$ cat config.mk
export PLATFORM = sky130hd
export DESIGN_NAME = execute
export DESIGN_NICKNAME = d
export VERILOG_FILES = /design/src/common/procPkg.sv /design/src/rtl/execute.sv
export SDC_FILE = /design/constraint.sdc
export NUM_CORES = 1
export LEC_CHECK = 0
export ABC_AREA = 1
export BUFFER_PORTS_ARGS = -buffer_cell sky130_fd_sc_hd__buf_2
export CAP_MARGIN = 40
export CORE_ASPECT_RATIO = 0.8
export CORE_MARGIN = 4
export CORE_UTILIZATION = 40
export DETAILED_ROUTE_END_ITERATION = 8
export GPL_TIMING_DRIVEN = 0
export PLACE_DENSITY = 0.81
export SETUP_SLACK_MARGIN = 0.2
export SLEW_MARGIN = 20
export SYNTH_ARGS = -nofsm -noshare
export SYNTH_HDL_FRONTEND = slang
export SYNTH_SLANG_ARGS = --single-unit
$ cat constraint.sdc
create_clock -name vclk -period 4.5
set_input_delay 0.45 -clock vclk [all_inputs]
set_output_delay 0.45 -clock vclk [all_outputs]
set_load 0.01 [all_outputs]
$ cat src/common/procPkg.sv
package procPkg;

   localparam int dataWidth = 16;

   // 1K words of shared instruction and data storage
   localparam int memDepth = 1024;
   localparam int memAddrBits = 10;

   // Instruction formats with the opcode always in [15:11]
   //   R type holds rs [10:8], rt [7:5] and rd [4:2] and writes rs op rt to rd
   //   ADDI, LD and ST hold rs [10:8], rd [7:5] and imm5 [4:0]
   //   LBI, BEQZ and BNEZ hold rs [10:8] and imm8 [7:0]
   //   J holds an 11-bit word displacement
   typedef enum logic [4:0] {
      opHalt = 5'b00000,
      opJ    = 5'b00100,
      opAddi = 5'b01000,
      opBeqz = 5'b01100,
      opBnez = 5'b01101,
      opSt   = 5'b10000,
      opLd   = 5'b10001,
      opLbi  = 5'b11000,
      opAdd  = 5'b11100,
      opSub  = 5'b11101,
      opAnd  = 5'b11110,
      opXor  = 5'b11111
   } opcodeE;

   typedef enum logic [2:0] {
      aluAdd,
      aluSub,
      aluAnd,
      aluXor,
      aluPassB
   } aluOpE;

   typedef enum logic [1:0] {
      brNone,
      brEqz,
      brNez,
      brJump
   } branchKindE;

   typedef logic [2:0] regIdxT;

   typedef struct packed {
      logic                 valid;
      logic [dataWidth-1:0] pc;
      logic [dataWidth-1:0] incPc;
      logic [dataWidth-1:0] instr;
   } fdPayloadT;

   typedef struct packed {
      logic                 valid;
      logic [dataWidth-1:0] incPc;
      aluOpE                aluOp;
      logic [dataWidth-1:0] operandA;
      logic [dataWidth-1:0] operandB;
      logic [dataWidth-1:0] imm;
      logic                 useImm;
      logic                 memRead;
      logic                 memWrite;
      logic                 regWrite;
      regIdxT               destReg;
      regIdxT               srcA;
      regIdxT               srcB;
      branchKindE           branchKind;
      logic                 halt;
      logic                 illegal;
   } dxPayloadT;

   typedef struct packed {
      logic                 valid;
      logic [dataWidth-1:0] aluResult;
      logic [dataWidth-1:0] storeData;
      logic                 memRead;
      logic                 memWrite;
      logic                 regWrite;
      regIdxT               destReg;
      logic                 halt;
      logic                 illegal;
   } xmPayloadT;

   typedef struct packed {
      logic                 valid;
      logic [dataWidth-1:0] wbData;
      logic                 regWrite;
      regIdxT               destReg;
      logic                 halt;
      logic                 illegal;
   } mwPayloadT;

   typedef struct packed {
      logic                 valid;
      logic                 regWrite;
      regIdxT               destReg;
      logic [dataWidth-1:0] data;
      logic                 halt;
   } retireT;

   typedef struct packed {
      logic                 valid;
      logic                 write;
      logic [dataWidth-1:0] addr;
      logic [dataWidth-1:0] wdata;
   } memReqT;

endpackage

$ cat src/rtl/execute.sv
`timescale 1ns/1ps

module execute (
   input  procPkg::dxPayloadT            dxIn,
   input  logic [1:0]                    fwdASel,
   input  logic [1:0]                    fwdBSel,
   input  logic [procPkg::dataWidth-1:0] xmFwd,
   input  logic [procPkg::dataWidth-1:0] mwFwd,
   output procPkg::xmPayloadT            xmOut,
   output logic                          branchTaken,
   output logic [procPkg::dataWidth-1:0] branchTarget
);
   import procPkg::*;

   logic [dataWidth-1:0] opA;
   logic [dataWidth-1:0] regB;
   logic [dataWidth-1:0] aluB;
   logic [dataWidth-1:0] aluResult;
   logic                 condMet;

   // Select 1 takes the memory stage result, 2 the writeback result
   always_comb begin
      case (fwdASel)
         2'd1:    opA = xmFwd;
         2'd2:    opA = mwFwd;
         default: opA = dxIn.operandA;
      endcase
      case (fwdBSel)
         2'd1:    regB = xmFwd;
         2'd2:    regB = mwFwd;
         default: regB = dxIn.operandB;
      endcase
   end

   assign aluB = dxIn.useImm ? dxIn.imm : regB;

   always_comb begin
      case (dxIn.aluOp)
         aluSub:   aluResult = opA - aluB;
         aluAnd:   aluResult = opA & aluB;
         aluXor:   aluResult = opA ^ aluB;
         aluPassB: aluResult = aluB;
         default:  aluResult = opA + aluB;
      endcase
   end

   always_comb begin
      case (dxIn.branchKind)
         brEqz:   condMet = (opA == '0);
         brNez:   condMet = (opA != '0);
         brJump:  condMet = 1'b1;
         default: condMet = 1'b0;
      endcase
   end

   assign branchTaken = dxIn.valid & condMet;
   assign branchTarget = dxIn.incPc + dxIn.imm;

   always_comb begin
      xmOut.valid = dxIn.valid;
      xmOut.aluResult = aluResult;
      xmOut.storeData = regB;
      xmOut.memRead = dxIn.memRead;
      xmOut.memWrite = dxIn.memWrite;
      xmOut.regWrite = dxIn.regWrite;
      xmOut.destReg = dxIn.destReg;
      xmOut.halt = dxIn.halt;
      xmOut.illegal = dxIn.illegal;
   end

endmodule

# Yosys cells after proc, flatten, opt, wreduce, memory -nomap -nowiden
# Cells that the tools add are included.
# Widths: inputs -> output; s select.
[classes]
n_addsub = 3
n_mul = 0
div_mod_pow = 0
n_lt_le_gt_ge = 0
eq_ne = 11
shift = 0
n_mux = 5
bitwise_logic = 3
reduce_logical = 2
[op_table]
columns = ["op", "count"]
rows = [
  ["$pmux 16 s2", 2],
  ["$pmux 16 s4", 1],
  ["$add 16x16->16", 2],
  ["$and 16x16->16", 1],
  ["$logic_not 16->1", 1],
  ["$mux 16", 1],
  ["$reduce_bool 16->1", 1],
  ["$sub 16x16->16", 1],
  ["$xor 16x16->16", 1],
  ["$eq 2x2->1 const B", 4],
  ["$eq 2x1->1 const B", 3],
  ["$eq 3x2->1 const B", 2],
  ["$eq 3x1->1 const B", 1],
  ["$eq 3x3->1 const B", 1],
  ["$pmux 1 s3", 1],
  ["$and 1x1->1", 1],
]
[word_totals]
reg_bits = 0
latchBits = 0
mem_bits_rw = 0
mem_bits_ro = 0
out_inout_bits = 58
n_memories = 0

# Depth between registers and ports, before layout
[depth]
depth_word = 5
mapped_depth = 30

# Least setup slack after synthesis
# OpenSTA, ideal clock, no wires.
[synth_path]
kind = "input-to-output"
start = "in fwdBSel[0]"
end = "out xmOut[38] (netlist bit)"
arrival_ns = 3.430
slack_ns = 0.620
path_stages = 23
cell_sequence = "inv_1 -> ha_1 -> inv_2 -> buf_2 -> o211ai_2 -> nand2_1 -> inv_1 -> ha_1 -> or2_2 -> o21ai_0 -> inv_1 -> fa_1 -> nand3b_1 -> nand2_1 -> nand4_1 -> nand3_1 -> nand2_1 -> nand2_1 -> nand2_1 -> nand2_1 -> xor2_1 -> nand2_1 -> nand2_1"
[synth_rtl]
columns = ["element", "line_no", "rtl"]
rows = [
  ["from (decl)", "execute.sv:6", "input logic [1:0] fwdBSel,"],
  ["to (decl)", "execute.sv:9", "output procPkg::xmPayloadT xmOut,"],
]

==> run metrics <==
CP Class=input pin to primary output; Worst-Margin Slew=0.693 ns; Post-Synthesis Cell Area=0.00356 mm²; Final HPWL DP=~11000 µm; Initial Utilization=41.4%; Worst setup SP type=input pin; average cell area after synthesis=5.58 µm²; VDD IR max=roughly 110 µV; Finished Layout Cells=around 940; worst min path class=input pin to primary output; Hold Worst Slack=1.08 ns; Area Growth Syn to Fin=36.6%; vias per inst=5.31; RSZ-0062 raised after global routing=yes; number of global-route vias before repair=4449; # setup viols final=0; Cells after Synth=~640; Max FO, Critical Path=7; Iteration-0 DRC Markers=approximately 530; pwr/cell area=~200 mW/mm²; CP delay by family, top=simple AND/OR/NAND/NOR gates; most numerous cell in the Yosys netlist=nand2_1; max-cap viol count=0; Total GRT Usage=24.2%; worst path buffer plus inverter count=8; Hold Crit Depth=2; width of the die=113 µm; Slowest Stage Delay on Critical Path=0.34 ns; fin nets=1004; largest net degree at the start of global routing=11; Core Util, Final=roughly 57%; Routed wire per std cell=15.0 µm; syn_nets=817; antenna violations before repair=0; Leak=2.87 nW; # clk buffers=0; placed cells=915; Synth top cells by count=nand2_1 (223), inv_1 (73), ha_1 (56); number of remaining DRC errors=0; Die H=92.4 µm; Fill cells=~860; top cell type's share of synthesized area=23.5%; beginning of the worst hold path=dxIn[13]; CP max-delay cell=ha_1; Max-slew headroom=roughly 54%; number of stages on the worst setup path=32; Seq cells=0; achievable clock frequency=roughly 240 MHz; Std-Cell Rows=30; Final Max Tran Viols=0; register area=0 µm²; Setup TNS Final=0 ns; wirelength, routed=14000 µm; CP Capture Type=primary output; number of diodes=0; Yosys cell types=39; status=finished, final reports clean; Placer Congestion=around 0.94; first-pass GRT wire length=21200 µm; core area=0.00860 mm²; post-route ant nets=0; PortBufs=165; Synth area leader=nand2_1; Pre-antenna DRT Iters=6; CP dominant cell by count=nand2_1; YS warnings=0; gr ovfl total=0; sequential element share of the synthesized area=0%; Final min period=4.18 ns; Final Hold Viols=0; die area=approximately 0.010 mm²; period utilization=about 93%; ratio of cells with drive above 1 in the final layout=31.3%; I/O pins=approximately 180; data arrival time of the critical path=3.73 ns; ranking of synthesized cells by area=nand2_1 (24%), ha_1 (20%), inv_1 (7.7%); Worst Setup SP=fwdBSel[1]; via count=4965; CP Data Required Time=4.05 ns
-- per-layer routing --
layer	wire length [µm]	vias to the layer above	GRT usage [%]
li1	-	2458	-
met1	5930	2160	33.5
met2	6270	311	40.5
met3	1470	36	2.81
met4	323	0	4.10
met5	0	-	0
-- what timing repair did --
item / in CTS / in global routing
buffers inserted: 4 / 16
pin swaps: 6 / 22
hold buffers: 0 / 0
setup endpoints to repair: 9 / 11
gates resized for setup: 9 / 46
-- final cells by class --
| type | instances | area, µm² | share of cell area [%] |
|---|---|---|---|
| timing repair buffer | 185 | 992 | 20.4 |
| tap | 112 | 140 | 2.88 |
| multi-input combinational | 532 | 3230 | 66.3 |
| buffer | 29 | 211 | 4.35 |
| inverter | 77 | 294 | 6.04 |
-- cells in the final DEF (no fill, tap or decap), drive strengths merged, types with 8 or more instances in the layout --
master	count
nand2	228
buf	204
inv	77
ha	56
nand3	44
o21ai	41
a21oi	32
xor2	28
nor2	28
or2	17
clkbuf	10
nand4	8
xnor2	8
-- power breakdown --
group	leakage, nW	switching [mW]	internal (mW)	total (mW)
combinational	2.87	0.581	0.409	0.990
clock	0	0	0	0
sequential	0	0	0	0
-- cells by family after synthesis --
family | count (synthesis) | share of synthesized area [%]
adders and majority gates | 58 | 20.8
buffers and inverters | 106 | 13.2
AOI/OAI and AO/OA | 103 | 17.1
xor gates and xnor gates | 36 | 8.85
and+or+nand+nor | 335 | 40.1
-- through the flow --
step / power [mW] / setup WS, ns / area [µm²]
4_1_cts: 0.917 / 0.199 / 4600
2_1_floorplan: 0.600 / 0.620 / 3560
6_report: 0.990 / 0.321 / 4870
3_5_place_dp: 0.898 / -0.132 / 4530
3_3_place_gp: 0.888 / -0.0975 / 4530
5_1_grt: 1.10 / 0.146 / 4870
-- worst paths after layout --
kind / end / slack (ns)
setup / recovery: xmOut[39] / 0.32
hold / removal: xmOut[5] / 1.08
(Power assumes the default switching activity.)
