==> config.mk <==
export PLATFORM = sky130hd
export DESIGN_NAME = hazardUnit
export DESIGN_NICKNAME = d
export VERILOG_FILES = /design/src/common/procPkg.sv /design/src/rtl/hazardUnit.sv
export SDC_FILE = /design/constraint.sdc
export NUM_CORES = 1
export LEC_CHECK = 0
export ABC_AREA = 1
export BUFFER_PORTS_ARGS = -buffer_cell sky130_fd_sc_hd__buf_2
export CAP_MARGIN = 10
export CORE_AREA = 4 4 61 63
export DETAILED_ROUTE_END_ITERATION = 10
export DIE_AREA = 0 0 65 67
export PLACE_DENSITY_LB_ADDON = 0.15
export SLEW_MARGIN = 25
export SYNTH_ARGS = -nofsm -noshare
export SYNTH_HDL_FRONTEND = slang
export SYNTH_SLANG_ARGS = --single-unit
export TNS_END_PERCENT = 100
==> constraint.sdc <==
create_clock -name vclk -period 0.8
set_input_delay 0.04 -clock vclk [all_inputs]
set_output_delay 0.04 -clock vclk [all_outputs]
set_load 0.01 [all_outputs]
==> src/common/procPkg.sv <==
package procPkg;

   localparam int dataWidth = 16;

   // 1K words of shared instruction and data storage
   localparam int memDepth = 1024;
   localparam int memAddrBits = 10;

   // Instruction formats with the opcode always in [15:11]
   //   R type holds rs [10:8], rt [7:5] and rd [4:2] and writes rs op rt to rd
   //   ADDI, LD and ST hold rs [10:8], rd [7:5] and imm5 [4:0]
   //   LBI, BEQZ and BNEZ hold rs [10:8] and imm8 [7:0]
   //   J holds an 11-bit word displacement
   typedef enum logic [4:0] {
      opHalt = 5'b00000,
      opJ    = 5'b00100,
      opAddi = 5'b01000,
      opBeqz = 5'b01100,
      opBnez = 5'b01101,
      opSt   = 5'b10000,
      opLd   = 5'b10001,
      opLbi  = 5'b11000,
      opAdd  = 5'b11100,
      opSub  = 5'b11101,
      opAnd  = 5'b11110,
      opXor  = 5'b11111
   } opcodeE;

   typedef enum logic [2:0] {
      aluAdd,
      aluSub,
      aluAnd,
      aluXor,
      aluPassB
   } aluOpE;

   typedef enum logic [1:0] {
      brNone,
      brEqz,
      brNez,
      brJump
   } branchKindE;

   typedef logic [2:0] regIdxT;

   typedef struct packed {
      logic                 valid;
      logic [dataWidth-1:0] pc;
      logic [dataWidth-1:0] incPc;
      logic [dataWidth-1:0] instr;
   } fdPayloadT;

   typedef struct packed {
      logic                 valid;
      logic [dataWidth-1:0] incPc;
      aluOpE                aluOp;
      logic [dataWidth-1:0] operandA;
      logic [dataWidth-1:0] operandB;
      logic [dataWidth-1:0] imm;
      logic                 useImm;
      logic                 memRead;
      logic                 memWrite;
      logic                 regWrite;
      regIdxT               destReg;
      regIdxT               srcA;
      regIdxT               srcB;
      branchKindE           branchKind;
      logic                 halt;
      logic                 illegal;
   } dxPayloadT;

   typedef struct packed {
      logic                 valid;
      logic [dataWidth-1:0] aluResult;
      logic [dataWidth-1:0] storeData;
      logic                 memRead;
      logic                 memWrite;
      logic                 regWrite;
      regIdxT               destReg;
      logic                 halt;
      logic                 illegal;
   } xmPayloadT;

   typedef struct packed {
      logic                 valid;
      logic [dataWidth-1:0] wbData;
      logic                 regWrite;
      regIdxT               destReg;
      logic                 halt;
      logic                 illegal;
   } mwPayloadT;

   typedef struct packed {
      logic                 valid;
      logic                 regWrite;
      regIdxT               destReg;
      logic [dataWidth-1:0] data;
      logic                 halt;
   } retireT;

   typedef struct packed {
      logic                 valid;
      logic                 write;
      logic [dataWidth-1:0] addr;
      logic [dataWidth-1:0] wdata;
   } memReqT;

endpackage

==> src/rtl/hazardUnit.sv <==
`timescale 1ns/1ps

module hazardUnit (
   input  procPkg::dxPayloadT dxIn,
   input  procPkg::xmPayloadT xmIn,
   input  procPkg::mwPayloadT mwIn,
   input  procPkg::regIdxT    decodeSrcA,
   input  procPkg::regIdxT    decodeSrcB,
   input  logic               branchTaken,
   input  logic               fetchGrant,
   output logic               stallFront,
   output logic               bubbleDx,
   output logic               flushFront,
   output logic [1:0]         fwdASel,
   output logic [1:0]         fwdBSel
);
   import procPkg::*;

   logic loadUse;

   // The memory stage result is younger, so it takes priority
   function automatic logic [1:0] pickFwd(regIdxT src);
      logic [1:0] sel;
      sel = 2'd0;
      if (xmIn.valid && xmIn.regWrite && !xmIn.memRead && xmIn.destReg == src) begin
         sel = 2'd1;
      end else if (mwIn.valid && mwIn.regWrite && mwIn.destReg == src) begin
         sel = 2'd2;
      end
      return sel;
   endfunction

   // Loaded data only exists after the memory stage
   assign loadUse = dxIn.valid & dxIn.memRead & dxIn.regWrite &
                    (dxIn.destReg == decodeSrcA || dxIn.destReg == decodeSrcB);

   // A fetch that lost arbitration retries with decode held in place
   assign stallFront = loadUse | ~fetchGrant;
   assign bubbleDx = stallFront;
   assign flushFront = branchTaken;

   assign fwdASel = pickFwd(dxIn.srcA);
   assign fwdBSel = pickFwd(dxIn.srcB);

endmodule

# [Yosys cells after proc, flatten, opt, wreduce, memory -nomap -nowiden]
# Cells that the tools add are included.
# Widths: inputs -> output; s select.
[totals] reg_bits=0 inputBits=157 out_inout_bits=7
[classes] eq_ne=6 muxes=4 bitwise_logic=5 n_reduce_logical=9
[ops] operator="$eq 3x3->1" n=6
[ops] operator="$mux 2" n=4
[ops] operator="$logic_and 1x1->1" n=7
[ops] operator="$and 1x1->1" n=3
[ops] operator="$logic_not 1->1" n=1
[ops] operator="$logic_or 1x1->1" n=1
[ops] operator="$not 1->1" n=1
[ops] operator="$or 1x1->1" n=1

# [Depth between registers and ports, before layout]
[depth] depth_word=4 ltp_mapped=8 ltp_nobuf=7

# [Least setup slack after synthesis]
# No wires, ideal clock.
[synth_timing] path_type="input to output" start="input port dxIn[10] (netlist name)" end="output port stallFront" t_arrival_ns=0.582 setup_slack_ns=0.178 path_stages=8 cell_sequence="inv_1 > nand2_1 > nand2_1 > nand3_1 > nand2_1 > nand2_1 > nand2_1 > buf_4"
[synth_between] elab_chain_len=4
[synth_lines] element="from (decl)" line_no="hazardUnit.sv:4" text="input procPkg::dxPayloadT dxIn,"
[synth_lines] element="$eq 3x3->1" line_no="hazardUnit.sv:35" text="(dxIn.destReg == decodeSrcA || dxIn.destReg == decodeSrcB);"
[synth_lines] element="$logic_or 1x1->1 (*)" line_no="hazardUnit.sv:35"
[synth_lines] element="$and 1x1->1 (*)" line_no="hazardUnit.sv:34" text="assign loadUse = dxIn.valid & dxIn.memRead & dxIn.regWrite &"
[synth_lines] element="$or 1x1->1 (*)" line_no="hazardUnit.sv:38" text="assign stallFront = loadUse | ~fetchGrant;"
[synth_lines] element="to (decl)" line_no="hazardUnit.sv:11" text="output logic stallFront,"
# Mark *: on every way between the ends. The rest lies on a longest branch, timed or not.

# [Worst setup path in the final report]
[layout_timing] start="input port dxIn[5] (netlist name)" end="output port fwdBSel[1]"
[layout_between] elab_chain_len=4
[layout_lines] element="$eq 3x3->1" line_no="hazardUnit.sv:27" text="end else if (mwIn.valid && mwIn.regWrite && mwIn.destReg == src) begin"
[layout_lines] element="$logic_and 1x1->1" line_no="hazardUnit.sv:27"
[layout_lines] element="$mux 2" line_no="hazardUnit.sv:27"
[layout_lines] element="$mux 2 (*)" line_no="hazardUnit.sv:25" text="if (xmIn.valid && xmIn.regWrite && !xmIn.memRead && xmIn.destReg == src) begin"
[layout_lines] element="to (decl)" line_no="hazardUnit.sv:15" text="output logic [1:0] fwdBSel"
# Marked as above.

==> impl_metrics.env <==
export IMPL_status="finished clean"
export IMPL_die_area_sq_um=4360
export IMPL_yosysTopAreaCell="nand2_1"
export IMPL_regArea_sq_um=0
export IMPL_ctsHoldBuffers=0
export IMPL_setup_tns_final_ns=0
export IMPL_final_cell_mix="nand2_1, buf_2, inv_1, buf_6, xnor2_1"
export IMPL_crit_buf_inv=3
export IMPL_cap_violations=0
export IMPL_yosysTopAreaCellShare=0.321
export IMPL_grt_use_total=0.0434
export IMPL_synth_cells=70
export IMPL_antenna_found_initial=0
export IMPL_nClkBuffers=0
export IMPL_grt_max_degree=4
export IMPL_leakage_nw=0.386
export IMPL_remaining_drc_errors=0
export IMPL_slowest_delay_ns=0.14
export IMPL_setup_worst_path_end_class="output port"
export IMPL_holdWs_ns=0.0801
export IMPL_io_pin_count=164
export IMPL_worstPathRequired_ns=0.76
export IMPL_core_area_sq_um=3230
export IMPL_vias_per_cell=3.25
export IMPL_startpoint_type="primary input"
export IMPL_layout_min_cycle_time_ns=0.744
export IMPL_grt_pass1_vias=456
export IMPL_final_common_cell="nand2_1"
export IMPL_grt_pass1_wl_microns=1620
export IMPL_fin_nets=263
export IMPL_initial_core_util=0.105
export IMPL_drive_gt1_frac=0.433
export IMPL_tightest_slew_ns=0.131
export IMPL_num_vias=488
export IMPL_routed_wl_microns=1090
export IMPL_firstDrtPassIters=2
export IMPL_setup_violations=0
export IMPL_synth_nets=227
export IMPL_fmax_ghz=1.34
export IMPL_power_frac_clock=0
export IMPL_fp_dieH_microns=67
export IMPL_rsz0062_at_grt="yes"
export IMPL_detailed_place_hpwl_microns=982
export IMPL_hp_start="branchTaken"
export IMPL_critical_path_max_fanout=3
export IMPL_ant_nets=0
export IMPL_drt_iter0_drc=16
export IMPL_place_gp_congestion=0.669
export IMPL_numSequentialCells=0
export IMPL_p_seq_frac=0
export IMPL_yosysSeqAreaShare=0
export IMPL_multi_input_area_sq_um=278
export IMPL_hold_viol=0
export IMPL_swShare=0.427
export IMPL_grt_ovfl_total=0
export IMPL_hold_path_depth=0
export IMPL_power_w=0.000277
export IMPL_dp_cells=150
export IMPL_peakVddDrop_mv=0.105
export IMPL_yosysWarnings=0
export IMPL_placementRows=21
export IMPL_cellPowerDensity_nw_per_um2=431
export IMPL_finalCritPeriodShare=0.930
export IMPL_p_sw_w=0.000118
export IMPL_area_growth_pct=89.7
export IMPL_final_cell_count_no_fill=150
export IMPL_finalMaxSlewViolations=0
export IMPL_hold_end="flushFront"
export IMPL_synth_distinct_cells=11
export IMPL_internal_power_w=0.000159
export IMPL_slew_headroom=0.912
export IMPL_nFillCells=399
export IMPL_synthTopCellsByArea="nand2_1, xnor2_1, inv_1"
export IMPL_synth_area_sq_um=339
export IMPL_critPathTopFamily="buffers and inverters"
export IMPL_worstPathArrival_ns=0.70
export IMPL_wire_per_inst_microns=7.28
export IMPL_hp_class="primary input to output port"
export IMPL_cp_num_cells=7
export IMPL_comb_power_share=1.000
export IMPL_diodes=0
export IMPL_die_w_microns=65
export IMPL_critical_path_cell_chain="buf_2 -> xor2_1 -> nor2_1 -> nand2_1 -> nand2_1 -> inv_1 -> buf_2"
export IMPL_crit_type="primary input to output port"
export IMPL_synth_area_per_cell_sq_um=4.84
export IMPL_critical_path_slowest_cell="xor2_1"
export IMPL_io_buffers=36
power by group through the flow:
stage	registers (W)	logic (W)	clock network [W]
2_1_floorplan	0	0.000124	0
3_3_place_gp	0	0.000235	0
3_5_place_dp	0	0.000235	0
4_1_cts	0	0.000236	0
5_1_grt	0	0.000310	0
6_report	0	0.000277	0
how the worst max path moves through the flow:
stage / startpoint / to / slack (ns)
after global placement: xmIn[3] / fwdBSel[1] / 0.01
final: dxIn[5] / fwdBSel[1] / 0.06
after CTS: xmIn[3] / fwdBSel[1] / 0.009
after floorplan: dxIn[10] / stallFront / 0.18
after global routing: mwIn[3] / fwdBSel[1] / -0.04
after detailed placement: xmIn[3] / fwdBSel[1] / 0.009
cells by family (layout without fill, tap and decap cells):
logic type	Yosys count	after routing	share of synthesized area
compound gates	1	1	0.0147
buf+inv	17	51	0.210
simple gates	41	41	0.491
xor+xnor	11	11	0.284
through the flow:
step | setup slack [ns] | area (sq um) | util
2_1_floorplan | 0.178 | 339 | -
3_3_place_gp | 0.0148 | 562 | 0.174
3_5_place_dp | 0.00911 | 562 | 0.174
4_1_cts | 0.00911 | 562 | 0.174
5_1_grt | -0.0367 | 643 | 0.199
6_report | 0.0556 | 643 | 0.199
what timing repair did:
| item | in CTS | in global routing |
|---|---|---|
| endpoints found under the setup margin | 0 | 4 |
| resized for setup | 0 | 24 |
| setup buffers | 0 | 0 |
routing by layer:
layer / part of all wire / global-route usage / vias to the layer above
met5: 0 / 0 / -
met2: 0.40 / 0.0766 / 34
met1: 0.45 / 0.0565 / 187
li1: - / - / 267
met3: 0.15 / 0.0101 / 0
met4: 0 / 0 / 0
synth_stat cells, drive strengths merged:
master / number
inv: 15
or2: 1
o21ai: 1
xnor2: 8
nand2: 29
nand3: 4
nor2: 6
xor2: 3
and3: 1
buf: 2
area by class of cell:
type               count  share of cell area
well taps             46              0.0895
inverters             15              0.0953
repair buffers        36               0.383
multi-input cells     53               0.432
(Power assumes the default switching activity.)
