`src/common/procPkg.sv`:
```
package procPkg;

   localparam int dataWidth = 16;

   // 1K words of shared instruction and data storage
   localparam int memDepth = 1024;
   localparam int memAddrBits = 10;

   // Instruction formats with the opcode always in [15:11]
   //   R type holds rs [10:8], rt [7:5] and rd [4:2] and writes rs op rt to rd
   //   ADDI, LD and ST hold rs [10:8], rd [7:5] and imm5 [4:0]
   //   LBI, BEQZ and BNEZ hold rs [10:8] and imm8 [7:0]
   //   J holds an 11-bit word displacement
   typedef enum logic [4:0] {
      opHalt = 5'b00000,
      opJ    = 5'b00100,
      opAddi = 5'b01000,
      opBeqz = 5'b01100,
      opBnez = 5'b01101,
      opSt   = 5'b10000,
      opLd   = 5'b10001,
      opLbi  = 5'b11000,
      opAdd  = 5'b11100,
      opSub  = 5'b11101,
      opAnd  = 5'b11110,
      opXor  = 5'b11111
   } opcodeE;

   typedef enum logic [2:0] {
      aluAdd,
      aluSub,
      aluAnd,
      aluXor,
      aluPassB
   } aluOpE;

   typedef enum logic [1:0] {
      brNone,
      brEqz,
      brNez,
      brJump
   } branchKindE;

   typedef logic [2:0] regIdxT;

   typedef struct packed {
      logic                 valid;
      logic [dataWidth-1:0] pc;
      logic [dataWidth-1:0] incPc;
      logic [dataWidth-1:0] instr;
   } fdPayloadT;

   typedef struct packed {
      logic                 valid;
      logic [dataWidth-1:0] incPc;
      aluOpE                aluOp;
      logic [dataWidth-1:0] operandA;
      logic [dataWidth-1:0] operandB;
      logic [dataWidth-1:0] imm;
      logic                 useImm;
      logic                 memRead;
      logic                 memWrite;
      logic                 regWrite;
      regIdxT               destReg;
      regIdxT               srcA;
      regIdxT               srcB;
      branchKindE           branchKind;
      logic                 halt;
      logic                 illegal;
   } dxPayloadT;

   typedef struct packed {
      logic                 valid;
      logic [dataWidth-1:0] aluResult;
      logic [dataWidth-1:0] storeData;
      logic                 memRead;
      logic                 memWrite;
      logic                 regWrite;
      regIdxT               destReg;
      logic                 halt;
      logic                 illegal;
   } xmPayloadT;

   typedef struct packed {
      logic                 valid;
      logic [dataWidth-1:0] wbData;
      logic                 regWrite;
      regIdxT               destReg;
      logic                 halt;
      logic                 illegal;
   } mwPayloadT;

   typedef struct packed {
      logic                 valid;
      logic                 regWrite;
      regIdxT               destReg;
      logic [dataWidth-1:0] data;
      logic                 halt;
   } retireT;

   typedef struct packed {
      logic                 valid;
      logic                 write;
      logic [dataWidth-1:0] addr;
      logic [dataWidth-1:0] wdata;
   } memReqT;

endpackage

```
`src/rtl/decode/regFile.sv`:
```
`timescale 1ns/1ps

module regFile (
   input  logic                          clk,
   input  logic                          rstN,
   input  procPkg::regIdxT               rdA,
   input  procPkg::regIdxT               rdB,
   input  logic                          wrEn,
   input  procPkg::regIdxT               wrIdx,
   input  logic [procPkg::dataWidth-1:0] wrData,
   output logic [procPkg::dataWidth-1:0] dataA,
   output logic [procPkg::dataWidth-1:0] dataB
);
   import procPkg::*;

   logic [dataWidth-1:0] regs [8];

   always_ff @(posedge clk) begin
      if (!rstN) begin
         for (int i = 0; i < 8; i++) begin
            regs[i] <= '0;
         end
      end else if (wrEn) begin
         regs[wrIdx] <= wrData;
      end
   end

   // Writeback in the same cycle is seen by decode right away
   assign dataA = (wrEn && wrIdx == rdA) ? wrData : regs[rdA];
   assign dataB = (wrEn && wrIdx == rdB) ? wrData : regs[rdB];

endmodule

```
`src/rtl/decode/decode.sv`:
```
`timescale 1ns/1ps

module decode (
   input  logic               clk,
   input  logic               rstN,
   input  procPkg::fdPayloadT fdIn,
   input  procPkg::mwPayloadT wbIn,
   output procPkg::dxPayloadT dxOut
);
   import procPkg::*;

   opcodeE               op;
   regIdxT               rs;
   regIdxT               rt;
   regIdxT               rd;
   logic [dataWidth-1:0] imm5;
   logic [dataWidth-1:0] imm8;
   logic [dataWidth-1:0] imm11;
   logic [dataWidth-1:0] dataA;
   logic [dataWidth-1:0] dataB;

   assign op = opcodeE'(fdIn.instr[15:11]);
   assign rs = fdIn.instr[10:8];
   assign rt = fdIn.instr[7:5];
   assign rd = fdIn.instr[4:2];

   assign imm5 = {{(dataWidth-5){fdIn.instr[4]}}, fdIn.instr[4:0]};
   assign imm8 = {{(dataWidth-8){fdIn.instr[7]}}, fdIn.instr[7:0]};
   assign imm11 = {{(dataWidth-11){fdIn.instr[10]}}, fdIn.instr[10:0]};

   regFile u_regFile (
      .clk   (clk),
      .rstN  (rstN),
      .rdA   (rs),
      .rdB   (rt),
      .wrEn  (wbIn.valid & wbIn.regWrite),
      .wrIdx (wbIn.destReg),
      .wrData(wbIn.wbData),
      .dataA (dataA),
      .dataB (dataB)
   );

   always_comb begin
      dxOut.valid = fdIn.valid;
      dxOut.incPc = fdIn.incPc;
      dxOut.aluOp = aluAdd;
      dxOut.operandA = dataA;
      dxOut.operandB = dataB;
      dxOut.imm = '0;
      dxOut.useImm = 1'b0;
      dxOut.memRead = 1'b0;
      dxOut.memWrite = 1'b0;
      dxOut.regWrite = 1'b0;
      dxOut.destReg = rd;
      dxOut.srcA = rs;
      dxOut.srcB = rt;
      dxOut.branchKind = brNone;
      dxOut.halt = 1'b0;
      dxOut.illegal = 1'b0;

      case (op)
         opAdd: dxOut.regWrite = 1'b1;
         opSub: begin
            dxOut.aluOp = aluSub;
            dxOut.regWrite = 1'b1;
         end
         opAnd: begin
            dxOut.aluOp = aluAnd;
            dxOut.regWrite = 1'b1;
         end
         opXor: begin
            dxOut.aluOp = aluXor;
            dxOut.regWrite = 1'b1;
         end
         opAddi, opLd: begin
            dxOut.imm = imm5;
            dxOut.useImm = 1'b1;
            dxOut.memRead = (op == opLd);
            dxOut.regWrite = 1'b1;
            dxOut.destReg = rt;
         end
         // Address is rs + imm5 and the stored value comes from the rt slot
         opSt: begin
            dxOut.imm = imm5;
            dxOut.useImm = 1'b1;
            dxOut.memWrite = 1'b1;
         end
         opLbi: begin
            dxOut.aluOp = aluPassB;
            dxOut.imm = imm8;
            dxOut.useImm = 1'b1;
            dxOut.regWrite = 1'b1;
            dxOut.destReg = rs;
         end
         opBeqz: begin
            dxOut.imm = imm8;
            dxOut.branchKind = brEqz;
         end
         opBnez: begin
            dxOut.imm = imm8;
            dxOut.branchKind = brNez;
         end
         opJ: begin
            dxOut.imm = imm11;
            dxOut.branchKind = brJump;
         end
         opHalt: dxOut.halt = 1'b1;
         // Unknown opcodes leave every write enable low
         default: dxOut.illegal = 1'b1;
      endcase
   end

endmodule

```
`config.mk`:
```
export PLATFORM = sky130hd
export DESIGN_NAME = decode
export DESIGN_NICKNAME = d
export VERILOG_FILES = /design/src/common/procPkg.sv /design/src/rtl/decode/regFile.sv /design/src/rtl/decode/decode.sv
export SDC_FILE = /design/constraint.sdc
export NUM_CORES = 1
export LEC_CHECK = 0
export BUFFER_PORTS_ARGS = -buffer_cell sky130_fd_sc_hd__buf_2
export CAP_MARGIN = 10
export CORE_MARGIN = 2
export CORE_UTILIZATION = 51
export DETAILED_ROUTE_END_ITERATION = 10
export PLACE_DENSITY_LB_ADDON = 0.05
export SYNTH_ARGS = -nofsm -noshare
export SYNTH_HDL_FRONTEND = slang
export SYNTH_SLANG_ARGS = --single-unit
```
`constraint.sdc`:
```
create_clock -name clk -period 2.7 [get_ports clk]
set_input_delay 0.54 -clock clk [delete_from_list [all_inputs] [get_ports clk]]
set_output_delay 0.54 -clock clk [all_outputs]
set_load 0.005 [all_outputs]
```
# Word-level counts from Yosys, hierarchy flattened
# Memories as Yosys holds them, arrays and structs flattened.
# Index checks and enable logic that the tools add are counted.
classes:
  muxes: 19
  shift: 0
  magnitude_cmp: 0
  add_sub_neg: 0
  n_reduce_logical: 10
  eq_ne: 13
  bitwise_logic: 1
  n_div: 0
  n_mul: 0
op_table:
  columns: ["cell", "n"]
  rows:
  - ["2-to-1 mux 16 bit", 3]
  - ["case mux 16 bit (3 select lines)", 1]
  - ["== test 5 bit (second input constant)", 7]
  - ["OR reduction 16 bit", 1]
  - ["== test 5 x 4 -> 1 bit (second input constant)", 3]
  - ["case mux 3 bit (4 select lines)", 1]
  - ["OR reduction 12 bit", 1]
  - ["2-to-1 mux 1 bit", 11]
  - ["OR reduction 7 bit", 1]
  - ["== test 3 bit", 2]
  - ["case mux 2 bit (3 select lines)", 1]
  - ["case mux 3 bit (2 select lines)", 1]
  - ["OR reduction 3 bit", 2]
  - ["== test 5 x 3 -> 1 bit (second input constant)", 1]
  - ["logical NOT 5 bit", 1]
  - ["OR reduction 4 bit", 1]
  - ["2-to-1 mux 3 bit", 1]
  - ["logical AND 1 bit", 2]
  - ["OR reduction 2 bit", 1]
  - ["AND 1 bit", 1]
totals:
  memories: 1
  regBits: 0
  ram_bits: 128
  romBits: 0
  latch_bits: 0
mem_list:
  columns: ["name", "depth", "word_bits", "rd", "rd_ports_with_merged_regs", "wr", "line_no", "source"]
  rows:
  - ["u_regFile.regs", 8, 16, 2, 0, 8, "regFile.sv:16", "logic [dataWidth-1:0] regs [8];"]

# Logic depth before layout (Yosys ltp)
logic_depth:
  word_depth: 6
  depth_mapped: 6
  mapped_depth_nobuf: 3

# Hierarchy
# Synthesis repeated with hierarchy kept, for this count alone.
hier_totals:
  cells_unflattened: 554
  area_unflattened_um2: 8240.4
by_module_without_submodules:
  columns: ["module", "seq_area_each_um2", "n_inst", "cells_per_inst", "area_per_inst_um2"]
  rows:
  - ["regFile", 3843.7, 1, 446, 7440.9]
  - ["decode", 0.0, 1, 108, 799.5]

# Worst setup path after synthesis
# No wires, ideal clock.
synth_timing:
  path_type: "input port to flip-flop"
  start: "input port rstN"
  end: "memory u_regFile.regs[3][0] (enable)"
  setup_ps: 411
  required_ps: 2289
  setup_slack_ps: 121
  path_stages: 3
  arrival_time_ps: 2168
  path_cell_list: "clkbuf_2 > nand4_1 > o21ai_0"
synth_rtl:
  columns: ["element", "line_no", "source"]
  rows:
  - ["start: declaration", "decode.sv:5", "input logic rstN,"]
  - ["end: declaration", "regFile.sv:16", null]

==> flow_summary.ini <==
[layout]
nFillCells = 1209
mostFrequentLayoutCell = and2_1
stdcell_count = 875
areaGrowthSynthToFinish_pct = 17.4
layout_common_cells = and2_1 (132), edfxtp_1 (128), buf_2 (104), mux4_1 (56), mux2_2 (55)
reg_top3 = u_regFile.regs x128
largest_reg_flops = 128
layout-drive-gt1-share_pct = 39.1
largest-register = u_regFile.regs
utilization_pct = 60.5
design_area_mm2 = 0.00951
layout.nets = 719

[route]
drtPass1Iterations = 4
drt_iter0_markers = 376
routed_via_density = 5.83
drt.antenna.violating_nets = 0
drc = 0
postRouteWirelength_mm = 21.1
num_vias = 5099
wl_per_cell_um = 24.1

[logic_synthesis]
syn_inst = 541
synth_xor_area_share_pct = 0.649
ys_seq_elements = 128
yosys.area_share.simple_pct = 14.1
synthArstFlopShare_pct = 0
avgSynthCellArea_um2 = 15.0
syn_nets = 615
synth-adder-area-share_pct = 0
ys_warn_count = 0
synth_edf_count = 128
muxShareOfSynthArea_pct = 30.0
synth-main-ff-cell = edfxtp_1
netlist-cell-type-count = 39
synth_top_family_by_area = multiplexers
synth_compound_area_share_pct = 2.02
ys_seq_area_share_pct = 47.5
syn_area_mm2 = 0.00810

[grt]
grt_overflow = 0
first_global_vias = 5163
grt_usage_pct = 26.0
antenna_found_initial = 1
grt_max_degree = 37
grt_pass1_wl_mm = 30.8

[hold_path]
min_path_cells = 2
whs_endpoint = u_regFile.regs[0][15]$_SDFFCE_PN0P_
hold_path_class = in -> reg
hold_start = wbIn[21]

[clocking]
clk_pin_slew_worst_paths_ns = 0.05
cts_tree = done
cts_buffer_depth = 2
clock-root-buffer = clkbuf_16
htree_levels = 4
cts_buffers = 17
cts_hold_buf = 0
clkSinkCount = 128

[placement]
gp_congestion = 0.807
place.detailed.hpwl_mm = 13.8
dp_cells = 840
post_dp_cell_area_mm2 = 0.00888
dpl_worst_slack_ns = -0.0458
port_buffers = 106

[timing]
finalWorstSetupSlack_ns = 0.0379
tightest_slew_ns = 0.574
slew_headroom_pct = 61.2
maxSlewViolCount = 0
finalHoldViolations = 0
post-route-min-period_ns = 2.66
timing.hold.ws_ns = 0.515
max_freq_mhz = 376
setup_viol = 0
layout_worst_path_cycle_share_pct = 98.6
timing.setup.tns_ns = 0
grt_setup_unrepaired = false

[outcome]
status = completed

[power_and_ir_drop]
max-vdd-ir-drop_uv = 447
p_seq_share_pct = 43.4
finalPower_mw = 5.42
power_density_mw_per_mm2 = 570
pwr-share-clk_pct = 41.8
comb_power_share_pct = 14.9
cellLeakagePower_nw = 3.80
switching_share_pct = 23.1
p_int_mw = 4.16
p_sw_mw = 1.25

[worst_setup_path]
crit_required_ns = 2.16
crit_path_end_kind = output pin
start_kind = input pin
worst-setup-path-type = in -> out
worst_ep_arrival_time_ns = 2.12
cp_max_fo = 12

[floorplan]
std_cell_rows = 46
die_h_um = 130
die_w_um = 130
start_util_pct = 51.5
dieArea_mm2 = 0.0169
ioPinCount = 159
core_area_mm2 = 0.0157

[job]
cap_violations = 0
cells in the mapped netlist, types with 5 or more instances:
library cell	count	area share, %
mux2_4	10	1.9
inv_1	5	0.23
buf_6	11	1.5
nand2b_1	6	0.46
buf_4	30	2.8
xnor2_1	6	0.65
o21ai_0	7	0.43
mux4_1	58	19
and2_1	132	10
mux4_2	6	1.7
nor2_1	8	0.37
clkbuf_1	24	1.1
mux2_2	55	7.6
edfxtp_1	128	47
nor3b_1	7	0.65
what timing repair did:
item | CTS | global route
gates cloned | 1 | 0
setup buffers | 1 | 0
setup endpoints to repair | 12 | 1
pin swaps | 0 | 0
resized for setup | 8 | 1
critical path: stages:
cell and delay, ns:
buf_6 0.13, buf_12 0.17, mux4_1 0.57, mux2_2 0.29
mux2_2 0.27, buf_2 0.14
layout make-up:
type                    instances  area (um2)  share of cell area [%]
multi-input cells             341        3790                    39.9
flip-flops and latches        128        3840                    40.4
diodes                          1        2.50                  0.0263
inverters                       5        18.8                   0.197
repair buffers                152        1000                    10.6
well taps                     216         270                    2.84
clock buffers                  18         429                    4.51
clock inverters                14         148                    1.55
cells by family after synthesis:
kind of cell / count (synthesis)
flops: 128
buf+inv: 72
mux: 129
simple gates: 182
xor+xnor: 6
compound gates: 24
power groups by stage:
stage | sequential [mW] | clock, mW | combinational (mW)
5_1_grt | 2.36 | 2.38 | 0.859
2_1_floorplan | 2.37 | 0 | 0.517
3_5_place_dp | 2.39 | 0 | 0.795
6_report | 2.35 | 2.26 | 0.805
4_1_cts | 2.35 | 2.28 | 0.809
3_3_place_gp | 2.38 | 0 | 0.789
worst max path at each step:
stage / from / end / slack, ns / depth (start not counted)
2_1_floorplan: rstN / u_regFile.regs[3][0]$_SDFFCE_PN0P_ / 0.12 / 3
4_1_cts: fdIn[8] / dxOut[61] / 0.03 / 6
5_1_grt: fdIn[8] / dxOut[57] / 0.0009 / 6
3_3_place_gp: fdIn[8] / dxOut[61] / -0.04 / 6
6_report: fdIn[8] / dxOut[61] / 0.04 / 6
3_5_place_dp: fdIn[8] / dxOut[61] / -0.05 / 6
per-layer routing:
| layer | global-route usage, % | up-vias | part of all wire, % |
|---|---|---|---|
| li1 | - | 2314 | - |
| met1 | 35.7 | 2553 | 43 |
| met2 | 41.9 | 188 | 48 |
| met3 | 4.51 | 44 | 5.7 |
| met4 | 9.68 | 0 | 2.5 |
| met5 | 0 | - | 0 |
No activity file was read; power rests on OpenSTA's default activity.
